<file path="config.mk">
export PLATFORM = sky130hd
export DESIGN_NAME = fpuCtrl
export DESIGN_NICKNAME = d
export VERILOG_FILES = /design/src/hdl/fpuIsaPkg.sv /design/src/hdl/fpuCtrlPkg.sv /design/src/hdl/fpuCtrl.sv /design/src/hdl/fpuDivCredit.sv /design/src/hdl/fpuCtrlPipe.sv /design/src/hdl/fpuDecode.sv
export SDC_FILE = /design/constraint.sdc
export NUM_CORES = 1
export LEC_CHECK = 0
export BUFFER_PORTS_ARGS = -buffer_cell sky130_fd_sc_hd__buf_4
export CORE_AREA = 4 4 80 82
export CTS_CLUSTER_DIAMETER = 120
export CTS_CLUSTER_SIZE = 25
export DETAILED_ROUTE_END_ITERATION = 8
export DIE_AREA = 0 0 84 86
export GPL_TIMING_DRIVEN = 0
export PLACE_DENSITY = 0.88
export REMOVE_ABC_BUFFERS = 1
export SLEW_MARGIN = 20
export SYNTH_ARGS = -nofsm -noshare
export SYNTH_HDL_FRONTEND = slang
export SYNTH_HIERARCHICAL = 1
export SYNTH_SLANG_ARGS = --single-unit
export TNS_END_PERCENT = 30
</file>
<file path="constraint.sdc">
create_clock -name clk -period 3.19 [get_ports clk]
set_input_delay 0.7975 -clock clk [delete_from_list [all_inputs] [get_ports clk]]
set_output_delay 0.7975 -clock clk [all_outputs]
set_load 0.005 [all_outputs]
</file>
<file path="src/hdl/fpuIsaPkg.sv">
package fpuIsaPkg;

  ////////////////////////////////////////////////////////////////////
  // instruction field widths
  ////////////////////////////////////////////////////////////////////

  localparam int opcodeW = 7;
  localparam int funct3W = 3;
  localparam int funct5W = 5;
  localparam int regAdrW = 5;   // rs1/rs2/rs3/rd

  ////////////////////////////////////////////////////////////////////
  // encodings
  ////////////////////////////////////////////////////////////////////

  // major opcodes of the fp subset, bits 6:0
  typedef enum logic [opcodeW-1:0] {
    opLoadFp  = 7'b0000111,   // flw, fld
    opStoreFp = 7'b0100111,   // fsw, fsd
    opMadd    = 7'b1000011,
    opMsub    = 7'b1000111,
    opNmsub   = 7'b1001011,
    opNmadd   = 7'b1001111,
    opFp      = 7'b1010011    // everything else, split on funct5
  } fpOpcodeT;

  // funct5 = instr[31:27] under opFp
  // low two funct7 bits carry the format
  typedef enum logic [funct5W-1:0] {
    f5Add     = 5'b00000,
    f5Sub     = 5'b00001,
    f5Mul     = 5'b00010,
    f5Div     = 5'b00011,
    f5Sgnj    = 5'b00100,
    f5MinMax  = 5'b00101,
    f5CvtFF   = 5'b01000,   // fp -> fp, source fmt in rs2
    f5Sqrt    = 5'b01011,
    f5Cmp     = 5'b10100,
    f5CvtFI   = 5'b11000,   // fp -> int
    f5CvtIF   = 5'b11010,   // int -> fp
    f5ClassMv = 5'b11100,   // fclass, fmv.x.*
    f5MvToFp  = 5'b11110    // fmv.*.x
  } fpFunct5T;

  // rounding modes, funct3 or frm csr
  typedef enum logic [funct3W-1:0] {
    rmNe  = 3'b000,   // nearest, ties to even
    rmTz  = 3'b001,   // toward zero
    rmDn  = 3'b010,   // toward -inf
    rmUp  = 3'b011,   // toward +inf
    rmMm  = 3'b100,   // nearest, ties to max magnitude
    rmDyn = 3'b111    // take it from frm csr
  } roundModeT;

  typedef enum logic {
    fmtSingle = 1'b0,
    fmtDouble = 1'b1
  } fpFmtT;

endpackage
</file>
<file path="src/hdl/fpuCtrlPkg.sv">
package fpuCtrlPkg;

  // divider input queue depth, one credit per slot
  localparam int divCredits = 2;
  localparam int creditW    = $clog2(divCredits + 1);

  // final result select (fp dest / int dest)
  typedef enum logic [1:0] {
    resOther = 2'b00,   // sign inj, min/max, fmv.w.x / compare
    resPost  = 2'b01,   // post-process / convert
    resStore = 2'b10,   // load, store / class
    resMove  = 2'b11    // fmv.x.*
  } resSelT;

  // post-process unit select
  typedef enum logic [1:0] {
    postCvt = 2'b00,
    postDiv = 2'b01,
    postFma = 2'b10
  } postSelT;

  ////////////////////////////////////////////////////////////////////
  // per-stage control words
  ////////////////////////////////////////////////////////////////////

  typedef struct packed {
    logic                  fRegWrite;  // write fp regfile
    logic                  fWriteInt;  // write int regfile
    resSelT                resSel;
    postSelT               postSel;
    logic [2:0]            opCtrl;
    logic                  divStart;   // div or sqrt
    logic                  illegal;
    fpuIsaPkg::roundModeT  frm;        // already resolved, never dyn
    fpuIsaPkg::fpFmtT      fmt;
  } ctrlDT;

  typedef struct packed {
    logic                           fRegWrite;
    logic                           fWriteInt;
    resSelT                         resSel;
    postSelT                        postSel;
    logic [2:0]                     opCtrl;
    logic                           illegal;
    fpuIsaPkg::roundModeT           frm;
    fpuIsaPkg::fpFmtT               fmt;
    logic [fpuIsaPkg::regAdrW-1:0]  adr1;   // rs1
    logic [fpuIsaPkg::regAdrW-1:0]  adr2;   // rs2
    logic [fpuIsaPkg::regAdrW-1:0]  adr3;   // rs3, fma only
    logic                           divOp;  // div/sqrt not yet started
  } ctrlET;

  typedef struct packed {
    logic                  fRegWrite;
    logic                  fWriteInt;
    resSelT                resSel;
    postSelT               postSel;
    logic [2:0]            opCtrl;
    fpuIsaPkg::roundModeT  frm;
    fpuIsaPkg::fpFmtT      fmt;
    logic                  illegal;
  } ctrlMT;

  typedef struct packed {
    logic    fRegWrite;
    resSelT  resSel;
  } ctrlWT;

endpackage

</file>
<file path="src/hdl/fpuCtrl.sv">
`timescale 1ns/1ps

module fpuCtrl
  import fpuIsaPkg::*, fpuCtrlPkg::*;
(
  input  logic        clk,
  input  logic        rstN,
  input  logic [31:0] instrD,
  input  roundModeT   frmCsr,
  input  logic [1:0]  fsStatus,
  input  logic        stallE, stallM, stallW,
  input  logic        flushE, flushM, flushW,
  input  logic        divCreditRet,
  output logic        illegalD,
  output ctrlET       ctrlE,
  output logic        xEn,
  output logic        yEn,
  output logic        zEn,
  output ctrlMT       ctrlM,
  output ctrlWT       ctrlW,
  output logic        divStartE,
  output logic        divHoldE
);

  ctrlDT ctrlD;
  logic  divIssued;   // credit block -> pipe

  fpuDecode u_fpuDecode (
    .instrD(instrD), .frmCsr(frmCsr), .fsStatus(fsStatus), .ctrlD(ctrlD)
  );

  assign illegalD = ctrlD.illegal;   // same cycle as instrD

  fpuCtrlPipe u_fpuCtrlPipe (
    .clk(clk), .rstN(rstN), .ctrlD(ctrlD), .instrD(instrD),
    .stallE(stallE), .stallM(stallM), .stallW(stallW),
    .flushE(flushE), .flushM(flushM), .flushW(flushW),
    .divIssued(divIssued),
    .ctrlE(ctrlE), .ctrlM(ctrlM), .ctrlW(ctrlW),
    .xEn(xEn), .yEn(yEn), .zEn(zEn)
  );

  fpuDivCredit u_fpuDivCredit (
    .clk(clk), .rstN(rstN), .ctrlE(ctrlE), .stallE(stallE), .flushE(flushE),
    .divCreditRet(divCreditRet),
    .divStartE(divStartE), .divHoldE(divHoldE), .divIssued(divIssued)
  );

endmodule

</file>
<file path="src/hdl/fpuDivCredit.sv">
`timescale 1ns/1ps

module fpuDivCredit
  import fpuCtrlPkg::*;
(
  input  logic  clk,
  input  logic  rstN,
  input  ctrlET ctrlE,
  input  logic  stallE,
  input  logic  flushE,
  input  logic  divCreditRet,   // divider freed one queue slot
  output logic  divStartE,
  output logic  divHoldE,       // to hazard unit, becomes stallE
  output logic  divIssued
);

  logic [creditW-1:0] credits;
  logic               issued;    // start sent, E not yet advanced
  logic               pending;   // div in E still waiting to go
  logic               advanceE;

  assign advanceE  = ~stallE | flushE;
  assign pending   = ctrlE.divOp & ~issued;
  assign divStartE = pending & (credits != '0);
  assign divHoldE  = pending & (credits == '0);
  assign divIssued = issued;

  always_ff @(posedge clk) begin
    if (!rstN) begin
      credits <= creditW'(divCredits);   // queue empty
      issued  <= 1'b0;
    end else begin
      issued <= advanceE ? 1'b0 : (issued | divStartE);
      case ({divStartE, divCreditRet})
        2'b10:   credits <= credits - 1'b1;
        2'b01:   if (credits != creditW'(divCredits)) credits <= credits + 1'b1;
        default: credits <= credits;   // none, or start and return cancel
      endcase
    end
  end

endmodule

</file>
<file path="src/hdl/fpuCtrlPipe.sv">
`timescale 1ns/1ps

module fpuCtrlPipe
  import fpuIsaPkg::*, fpuCtrlPkg::*;
(
  input  logic        clk,
  input  logic        rstN,
  input  ctrlDT       ctrlD,
  input  logic [31:0] instrD,     // operand address fields
  input  logic        stallE, stallM, stallW,
  input  logic        flushE, flushM, flushW,
  input  logic        divIssued,  // start already sent for the word in E
  output ctrlET       ctrlE,
  output ctrlMT       ctrlM,
  output ctrlWT       ctrlW,
  output logic        xEn,
  output logic        yEn,
  output logic        zEn
);

  ctrlET nextE;
  logic  ldStClass;   // load, store or class
  logic  mvToFp;      // fmv.*.x
  logic  cvtPost;     // converter in post-process

  // next E word, addresses straight from the instruction
  always_comb begin
    nextE           = '0;
    nextE.fRegWrite = ctrlD.fRegWrite;
    nextE.fWriteInt = ctrlD.fWriteInt;
    nextE.resSel    = ctrlD.resSel;
    nextE.postSel   = ctrlD.postSel;
    nextE.opCtrl    = ctrlD.opCtrl;
    nextE.illegal   = ctrlD.illegal;
    nextE.frm       = ctrlD.frm;
    nextE.fmt       = ctrlD.fmt;
    nextE.adr1      = instrD[15 +: regAdrW];
    nextE.adr2      = instrD[20 +: regAdrW];
    nextE.adr3      = instrD[27 +: regAdrW];
    nextE.divOp     = ctrlD.divStart;
  end

  ////////////////////////////////////////////////////////////////////
  // pipeline registers, flush beats stall
  ////////////////////////////////////////////////////////////////////

  always_ff @(posedge clk) begin
    if (!rstN || flushE) ctrlE <= '0;
    else if (!stallE) ctrlE <= nextE;
    else if (divIssued) ctrlE.divOp <= 1'b0;   // held div already started
  end

  always_ff @(posedge clk) begin
    if (!rstN || flushM) begin
      ctrlM <= '0;
    end else if (!stallM) begin
      ctrlM <= '{fRegWrite: ctrlE.fRegWrite, fWriteInt: ctrlE.fWriteInt,
                 resSel: ctrlE.resSel, postSel: ctrlE.postSel, opCtrl: ctrlE.opCtrl,
                 frm: ctrlE.frm, fmt: ctrlE.fmt, illegal: ctrlE.illegal};
    end
  end

  always_ff @(posedge clk) begin
    if (!rstN || flushW) ctrlW <= '0;
    else if (!stallW) ctrlW <= '{fRegWrite: ctrlM.fRegWrite, resSel: ctrlM.resSel};
  end

  ////////////////////////////////////////////////////////////////////
  // operand enables, E stage
  ////////////////////////////////////////////////////////////////////

  assign ldStClass = (ctrlE.resSel == resStore);
  assign mvToFp    = (ctrlE.resSel == resOther) & ctrlE.fRegWrite & (ctrlE.opCtrl == 3'b011);
  assign cvtPost   = (ctrlE.resSel == resPost) & (ctrlE.postSel == postCvt);

  // x unused by load/store, fmv to fp and int -> fp
  assign xEn = ~((ldStClass & ~ctrlE.fWriteInt) | mvToFp | (cvtPost & ctrlE.opCtrl[2]));
  // y unused by load/store/class, moves, converts and sqrt
  assign yEn = ~(ldStClass | mvToFp | (ctrlE.resSel == resMove) | cvtPost |
                 ((ctrlE.resSel == resPost) & (ctrlE.postSel == postDiv) & ctrlE.opCtrl[0]));
  // z only for the true fma ops
  assign zEn = (ctrlE.resSel == resPost) & (ctrlE.postSel == postFma) & ~ctrlE.opCtrl[2];

endmodule

</file>
<file path="src/hdl/fpuDecode.sv">
`timescale 1ns/1ps

module fpuDecode
  import fpuIsaPkg::*, fpuCtrlPkg::*;
(
  input  logic [31:0] instrD,
  input  roundModeT   frmCsr,     // dynamic rounding mode
  input  logic [1:0]  fsStatus,   // mstatus.fs, 00 = fpu off
  output ctrlDT       ctrlD
);

  fpOpcodeT            op;
  fpFunct5T            funct5;
  logic [funct3W-1:0]  funct3;
  logic [1:0]          fmtBits;   // funct7[1:0]
  logic [regAdrW-1:0]  rs2;
  logic                fmtOk;     // single or double
  logic                cvtFF;
  logic                bad;
  ctrlDT               dec;

  // build one control word, frm/fmt filled in later
  function automatic ctrlDT mk(input logic wr, input logic wi, input resSelT rs,
                               input postSelT ps, input logic [2:0] oc, input logic ds);
    ctrlDT w;
    w           = '0;
    w.fRegWrite = wr;
    w.fWriteInt = wi;
    w.resSel    = rs;
    w.postSel   = ps;
    w.opCtrl    = oc;
    w.divStart  = ds;
    return w;
  endfunction

  // field split
  assign op      = fpOpcodeT'(instrD[6:0]);
  assign funct5  = fpFunct5T'(instrD[31:27]);
  assign funct3  = instrD[14:12];
  assign fmtBits = instrD[26:25];
  assign rs2     = instrD[24:20];
  assign fmtOk   = ~fmtBits[1];
  assign cvtFF   = (op == opFp) && (funct5 == f5CvtFF);

  ////////////////////////////////////////////////////////////////////
  // opcode table
  ////////////////////////////////////////////////////////////////////

  always_comb begin
    dec = '0;
    bad = 1'b0;
    case (op)
      opLoadFp:  if (funct3[2:1] == 2'b01) dec = mk(1'b1, 1'b0, resStore, postCvt, 3'b000, 1'b0);
                 else bad = 1'b1;            // only w and d widths
      opStoreFp: if (funct3[2:1] == 2'b01) dec = mk(1'b0, 1'b0, resStore, postCvt, 3'b000, 1'b0);
                 else bad = 1'b1;
      // fma opCtrl = {not madd, negate product, negate addend}
      opMadd:  dec = mk(1'b1, 1'b0, resPost, postFma, 3'b000, 1'b0);
      opMsub:  dec = mk(1'b1, 1'b0, resPost, postFma, 3'b001, 1'b0);
      opNmsub: dec = mk(1'b1, 1'b0, resPost, postFma, 3'b010, 1'b0);
      opNmadd: dec = mk(1'b1, 1'b0, resPost, postFma, 3'b011, 1'b0);
      opFp: begin
        case (funct5)
          f5Add:  dec = mk(1'b1, 1'b0, resPost, postFma, 3'b110, 1'b0);
          f5Sub:  dec = mk(1'b1, 1'b0, resPost, postFma, 3'b111, 1'b0);
          f5Mul:  dec = mk(1'b1, 1'b0, resPost, postFma, 3'b100, 1'b0);
          f5Div:  dec = mk(1'b1, 1'b0, resPost, postDiv, 3'b000, 1'b1);
          f5Sqrt: dec = mk(1'b1, 1'b0, resPost, postDiv, 3'b001, 1'b1);
          f5Sgnj: if (funct3 <= 3'b010) dec = mk(1'b1, 1'b0, resOther, postCvt, funct3, 1'b0);
                  else bad = 1'b1;           // j, jn, jx
          f5MinMax: begin
            if (funct3 == 3'b000) dec = mk(1'b1, 1'b0, resOther, postCvt, 3'b110, 1'b0);
            else if (funct3 == 3'b001) dec = mk(1'b1, 1'b0, resOther, postCvt, 3'b101, 1'b0);
            else bad = 1'b1;
          end
          f5Cmp: begin
            case (funct3)
              3'b010:  dec = mk(1'b0, 1'b1, resOther, postCvt, 3'b010, 1'b0); // feq
              3'b001:  dec = mk(1'b0, 1'b1, resOther, postCvt, 3'b001, 1'b0); // flt
              3'b000:  dec = mk(1'b0, 1'b1, resOther, postCvt, 3'b011, 1'b0); // fle
              default: bad = 1'b1;
            endcase
          end
          f5ClassMv: begin
            if (funct3 == 3'b001) dec = mk(1'b0, 1'b1, resStore, postCvt, 3'b000, 1'b0);
            else if (!funct3[1]) dec = mk(1'b0, 1'b1, resMove, postCvt, 3'b000, 1'b0);
            else bad = 1'b1;
          end
          // int converts: opCtrl = {int to fp, 64-bit int, signed}
          f5CvtIF: if (fmtOk) dec = mk(1'b1, 1'b0, resPost, postCvt, {1'b1, rs2[1], ~rs2[0]}, 1'b0);
                   else bad = 1'b1;
          f5CvtFI: if (fmtOk) dec = mk(1'b0, 1'b1, resPost, postCvt, {1'b0, rs2[1], ~rs2[0]}, 1'b0);
                   else bad = 1'b1;
          f5CvtFF:  if (fmtOk) dec = mk(1'b1, 1'b0, resPost, postCvt, {2'b00, fmtBits[0]}, 1'b0);
                    else bad = 1'b1;         // opCtrl holds the target fmt
          f5MvToFp: if (fmtOk) dec = mk(1'b1, 1'b0, resOther, postCvt, 3'b011, 1'b0);
                    else bad = 1'b1;
          default: bad = 1'b1;
        endcase
      end
      default: bad = 1'b1;
    endcase
  end

  // rounding mode and format, then the illegal override
  always_comb begin
    ctrlD     = dec;
    ctrlD.frm = (roundModeT'(funct3) == rmDyn) ? frmCsr : roundModeT'(funct3);
    ctrlD.fmt = cvtFF ? fpFmtT'(rs2[0]) : fpFmtT'(fmtBits[0]);  // cvt: source fmt
    if (bad || fsStatus == 2'b00) begin
      ctrlD         = '0;   // no writes, no div
      ctrlD.illegal = 1'b1;
    end
  end

endmodule

</file>
**Yosys cells after proc, flatten, opt, wreduce, memory -nomap -nowiden**

Index checks and enable logic that the tools add are counted.

- Flip-flop bits (word level): 50
- Input port bits: 46
- Output and inout port bits: 53
- Word-level logic and storage cells: 141

- Add/sub/neg operators: 2
- Order comparisons: 1
- Eq/ne operators: 34
- Mux-type cells: 31
- Bitwise logic cells: 28
- Reduce and logical (&&, ||, !) cells: 21

Operators with widths:

| kind | count |
|---|---|
| one-hot mux 15 bit (13 select lines) | 1 |
| 2-to-1 mux 15 bit | 9 |
| one-hot mux 15 bit (7 select lines) | 1 |
| one-hot mux 14 bit (3 select lines) | 1 |
| == test 7 bit (second input constant) | 5 |
| 2-to-1 mux 14 bit | 2 |
| == test 5 bit (second input constant) | 5 |
| 2-to-1 mux 13 bit | 1 |
| bitwise AND 1 bit | 12 |
| 2-to-1 mux 1 bit | 11 |
| == test 5 x 2 -> 1 bit (second input constant) | 2 |
| == test 5 x 3 -> 1 bit (second input constant) | 2 |
| == test 5 x 4 -> 1 bit (second input constant) | 2 |
| == test 2 x 1 -> 1 bit (second input constant) | 4 |
| == test 2 bit (second input constant) | 4 |
| logical NOT 2 bit | 4 |
| inverter 1 bit | 8 |
| OR 1 bit | 8 |
| OR reduction 4 bit | 2 |
| == test 7 x 3 -> 1 bit (second input constant) | 1 |
| == test 7 x 6 -> 1 bit (second input constant) | 1 |
| == test 3 x 2 -> 1 bit (second input constant) | 2 |
| one-hot mux 1 bit (6 select lines) | 1 |
| == test 5 x 1 -> 1 bit (second input constant) | 1 |
| other kinds (21) | 27 |

**Depth between registers and ports, before layout**

- Depth in word-level cells: 8
- Gate-level depth with buffers: 9
- Depth with buffers taken out: 7

**Hierarchy**

The synthesis kept the hierarchy.

Modules (own cells, without submodules):

| module | times used | cells each | area an instance (sq um) | sequential area each (sq um) |
|---|---|---|---|---|
| fpuCtrlPipe | 1 | 165 | 1805.5 | 940.9 |
| fpuDecode | 1 | 121 | 780.7 | 0.0 |
| fpuDivCredit | 1 | 20 | 168.9 | 60.1 |

**Worst setup path after synthesis**

OpenSTA, ideal clock, no wires.

- Path type: input -> output
- Start: in instrD[14]
- End: out illegalD
- Arrival time: 1961 ps
- Data required time: 2393 ps
- Slack: 431 ps
- Stages on the path: 5
- Buffers on the path: 1
- Cell sequence: buf_6 > nand4bb_1 > or4_4 > a211oi_4 > a21oi_4

- Longest elaborated chain between the ends: 7
- Elaborated cells on any way between the ends: 20
- Those cells by class: order compare: 1; eq/ne: 3; mux: 13; reduce/logical: 3

RTL lines:

| what | RTL line | source |
|---|---|---|
| from (decl) | fpuCtrl.sv:8 | `input logic [31:0] instrD,` |
| == test 3 x 2 -> 1 bit (tied with other cells) | fpuDecode.sv:77 | `case (funct3)` |
| OR reduction 3 bit (no line) / 2-to-1 mux 1 bit (equally long branches) | -- |  |
| 2-to-1 mux 1 bit (on tied branches) | fpuDecode.sv:77, fpuDecode.sv:72 |  |
| one-hot mux 1 bit (6 select lines) | fpuDecode.sv:63 | `case (funct5)` |
| one-hot mux 1 bit (3 select lines) | fpuDecode.sv:52 | `case (op)` |
| logical OR 1 bit | fpuDecode.sv:110 | `if (bad \|\| fsStatus == 2'b00) begin` |
| 2-to-1 mux 15 bit (*) | fpuDecode.sv:110 |  |
| to (decl) | fpuCtrl.sv:14 | `output logic illegalD,` |

Every way passes the cells marked *; elsewhere a longest branch is shown, timed or not.

**Worst setup path in the final report**

Same ends and word-level chain as after synthesis.

==> impl_results.rst <==
.. list-table::
   :header-rows: 1

   * - Metric
     - Value
   * - I/O Pins
     - 99
   * - Total area of sequential cells
     - 1000 um^2
   * - Uppermost layer routed
     - met4
   * - Routed vias
     - about 2500
   * - Tcrit/Tclk final
     - 96.7%
   * - Worst IR drop on VDD
     - 0.000266 V
   * - Via-to-Cell Ratio
     - 5.41
   * - Critical-path maximum fanout
     - 10
   * - Met2 wire length
     - between 3000 and 4000 um
   * - Skew-Pair Late Insertion Delay
     - around 300 ps
   * - Starting density of the core
     - 48.0%
   * - Number of CTS-inserted buffers
     - 5
   * - Relative slew slack
     - 59.2%
   * - Signal arrival time at the worst endpoint
     - 2290 ps
   * - Area of combinational cells with multiple inputs
     - 1570 um^2
   * - Area delta synth->final
     - 26.7%
   * - Count of flip-flops with a built-in enable after synthesis
     - 0
   * - Endpoint of the lowest-slack register-to-register path
     - u_fpuDivCredit/credits[0]
   * - Via count of the first global-routing pass
     - 2386
   * - Crit path to
     - illegalD
   * - Die boundary height
     - 86 um
   * - Number of pins exceeding their max-slew limit in the final report
     - 0
   * - Port Buf Inserts
     - between 90 and 100
   * - Kind of critical path
     - in2out
   * - Overflow after GRT
     - 0
   * - Instance count of the mapped netlist
     - 306
   * - Fillers
     - 537
   * - Overall die width
     - 84 um
   * - FF+latch count, synth
     - 50
   * - Row count
     - 28
   * - Detail Placement HPWL
     - a little over 5000 um
   * - # clock sinks
     - 50
   * - Final estimated routing congestion in global placement
     - around 0.92
   * - Initial antenna violation count
     - 0
   * - Gr usage total
     - approximately a fifth
   * - Setup TNS
     - 0 ps
   * - Post-Route M1 WL
     - 3000 um
   * - PwrDens
     - 357 nW/um^2
   * - Launching point of the worst reg2reg path
     - u_fpuCtrlPipe/ctrlE[0]
   * - Setup crit end kind
     - primary output
   * - Antenna cell count
     - 0
   * - Cell area after technology mapping
     - 2760 um^2
   * - Pin count of the biggest net entering global routing
     - 33
   * - Cell leakage power
     - roughly 1.5 nW
   * - Mean area per synthesized cell
     - between 9 and 10 um^2
   * - First-pass GRT wire length
     - 11300 um
   * - Primary flip-flop cell chosen by synthesis mapping
     - sky130_fd_sc_hd__dfxtp_1
   * - Met3 wire length
     - 547 um
   * - Worst reg2reg setup slack
     - 1850 ps
   * - Tmin final
     - 3080 ps
   * - Post-synthesis async set-or-reset flop share
     - 0%
   * - Pre-antenna DRT Iters
     - 4
   * - Worst clock skew on the final layout
     - 5.40 ps
   * - Clock tree buffer depth
     - 2
   * - TritonCTS clock tree
     - done
   * - Actual transition at the worst max-transition pin
     - 612 ps
   * - Count of distinct cell types in the synthesized netlist
     - 57
   * - Routed Antenna Nets
     - 0
   * - Commonest non-fill, non-tap cell in the layout
     - sky130_fd_sc_hd__buf_4
   * - Max frequency
     - approximately 320 MHz
   * - Cell at the root of the clock tree
     - sky130_fd_sc_hd__clkbuf_8
   * - Launching instance or port of the critical path
     - instrD[14]
   * - Min-delay worst type
     - reg2reg
   * - Final nets
     - 431
   * - Endpoints failing hold
     - 0
   * - CTS H-Tree Depth
     - 2
   * - Number of setup violations in the final report
     - 0
   * - Worst setup margin
     - 106 ps
   * - First-iteration detailed-routing DRC count
     - 117
   * - Share of the yosys chip area belonging to registers
     - 36.3%
   * - Die area
     - 7220 um^2
   * - Layout cell share with drive strength beyond 1
     - 29.8%
   * - Startpoint Class
     - input pin
   * - Status
     - finished, final reports clean
   * - Most frequent cells in the layout
     - sky130_fd_sc_hd__buf_4, sky130_fd_sc_hd__nor2_1, sky130_fd_sc_hd__dfxtp_1
   * - Clk slew on worst S/H paths
     - 90 ps
   * - Worst slack, placed
     - 31.9 ps
   * - Data required time of the worst path
     - 2390 ps
   * - WL final
     - 6910 um
   * - Count of warnings emitted by yosys
     - 6
   * - Max-capacitance violation count
     - 0
   * - DR WL/cell
     - 15.0 um
   * - Core Box Area
     - approximately 5700 um^2
   * - Unrepaired setup endpoints after global routing
     - false
   * - DRC violations left
     - 0
   * - # Post-CTS Setup Buffers
     - 0
   * - Worst-case reg-to-reg path depth
     - 3
-- power by group --
group,internal [mW],switching (mW)
Combinational,0.0829,0.0937
Sequential,0.631,0.00439
Clock,0.235,0.199
-- critical path, stage by stage --
cell and delay, ps:
sky130_fd_sc_hd__buf_4 160, sky130_fd_sc_hd__nand4bb_1 210, sky130_fd_sc_hd__or4_4 450, sky130_fd_sc_hd__a211oi_4 370
sky130_fd_sc_hd__a21oi_4 120, sky130_fd_sc_hd__buf_4 180
-- Yosys cell counts (3+ instances only) --
cell	instances	area, um^2
sky130_fd_sc_hd__nor3b_1	4	30.0
sky130_fd_sc_hd__nand3_1	5	25.0
sky130_fd_sc_hd__a21oi_1	12	60.1
sky130_fd_sc_hd__nor2_1	69	259
sky130_fd_sc_hd__buf_2	7	35.0
sky130_fd_sc_hd__mux2i_1	48	480
sky130_fd_sc_hd__o2111a_1	3	33.8
sky130_fd_sc_hd__nand2_1	15	56.3
sky130_fd_sc_hd__nor3_1	7	35.0
sky130_fd_sc_hd__nor2b_1	5	31.3
sky130_fd_sc_hd__inv_1	6	22.5
sky130_fd_sc_hd__nand2b_1	7	43.8
sky130_fd_sc_hd__o21ai_0	7	35.0
sky130_fd_sc_hd__nand4_1	3	18.8
sky130_fd_sc_hd__dfxtp_1	50	1000
sky130_fd_sc_hd__buf_6	3	33.8
sky130_fd_sc_hd__clkbuf_1	5	18.8
sky130_fd_sc_hd__buf_12	4	80.1
-- layer usage --
layer	vias to the layer above	global-route usage (%)
met5	-	0
met4	0	5.41
met3	10	5.48
met2	106	31.5
met1	1147	23.3
li1	1232	-
-- timing repair --
action | CTS | global route
hold buffers | 0 | 0
setup endpoints to repair | 0 | 1
resized for setup | 0 | 2
-- how the worst min path moves through the flow --
stage                             startpoint                        to  slack (ps)  cells past startpoint
global route         u_fpuCtrlPipe/ctrlM[12]   u_fpuCtrlPipe/ctrlM[12]         540                      2
global placement     u_fpuCtrlPipe/ctrlE[12]   u_fpuCtrlPipe/ctrlE[12]         480                      2
finish               u_fpuCtrlPipe/ctrlE[15]   u_fpuCtrlPipe/ctrlE[15]         500                      2
floorplan           u_fpuDivCredit/divIssued  u_fpuDivCredit/divIssued         470                      1
CTS                   u_fpuCtrlPipe/ctrlM[7]    u_fpuCtrlPipe/ctrlM[7]         510                      2
detailed placement   u_fpuCtrlPipe/ctrlE[15]   u_fpuCtrlPipe/ctrlE[15]         490                      2
-- flip-flops by register name (all words and copies together), names as in the netlist --
name	flops
u_fpuCtrlPipe/ctrlE	30
u_fpuCtrlPipe/ctrlM	14
u_fpuDivCredit/divIssued	1
u_fpuCtrlPipe/ctrlW	3
u_fpuDivCredit/credits	2
-- kinds of logic (layout without fill, tap and decap cells) --
| kind of cell | after synthesis | in the layout | synth area share [%] |
|---|---|---|---|
| AOI/OAI and AO/OA | 47 | 47 | 13.7 |
| DFF | 50 | 50 | 36.3 |
| buffers and inverters | 27 | 107 | 7.45 |
| xor gates and xnor gates | 2 | 2 | 0.636 |
| and+or+nand+nor | 132 | 132 | 24.4 |
| muxes | 48 | 48 | 17.4 |
-- through the flow --
step           hold slack [ps]  power, mW  util [%]  area [um^2]  instances
2_1_floorplan              469      0.723         -         2570        285
3_3_place_gp               475      0.820      58.6         3360        453
3_5_place_dp               486      0.823      58.6         3360        453
4_1_cts                    509       1.26      60.4         3470        461
5_1_grt                    536       1.30      60.8         3490        461
6_report                   505       1.25      60.8         3490        461
-- final cells by class --
class	count	share of cell area, %
clock inverter	1	0.860
timing repair buffer	93	20.0
multi-input combinational	229	44.9
clock buffer	7	2.19
sequential	50	28.7
tap	75	2.69
inverter	6	0.645
No activity file was read; power rests on OpenSTA's default activity.
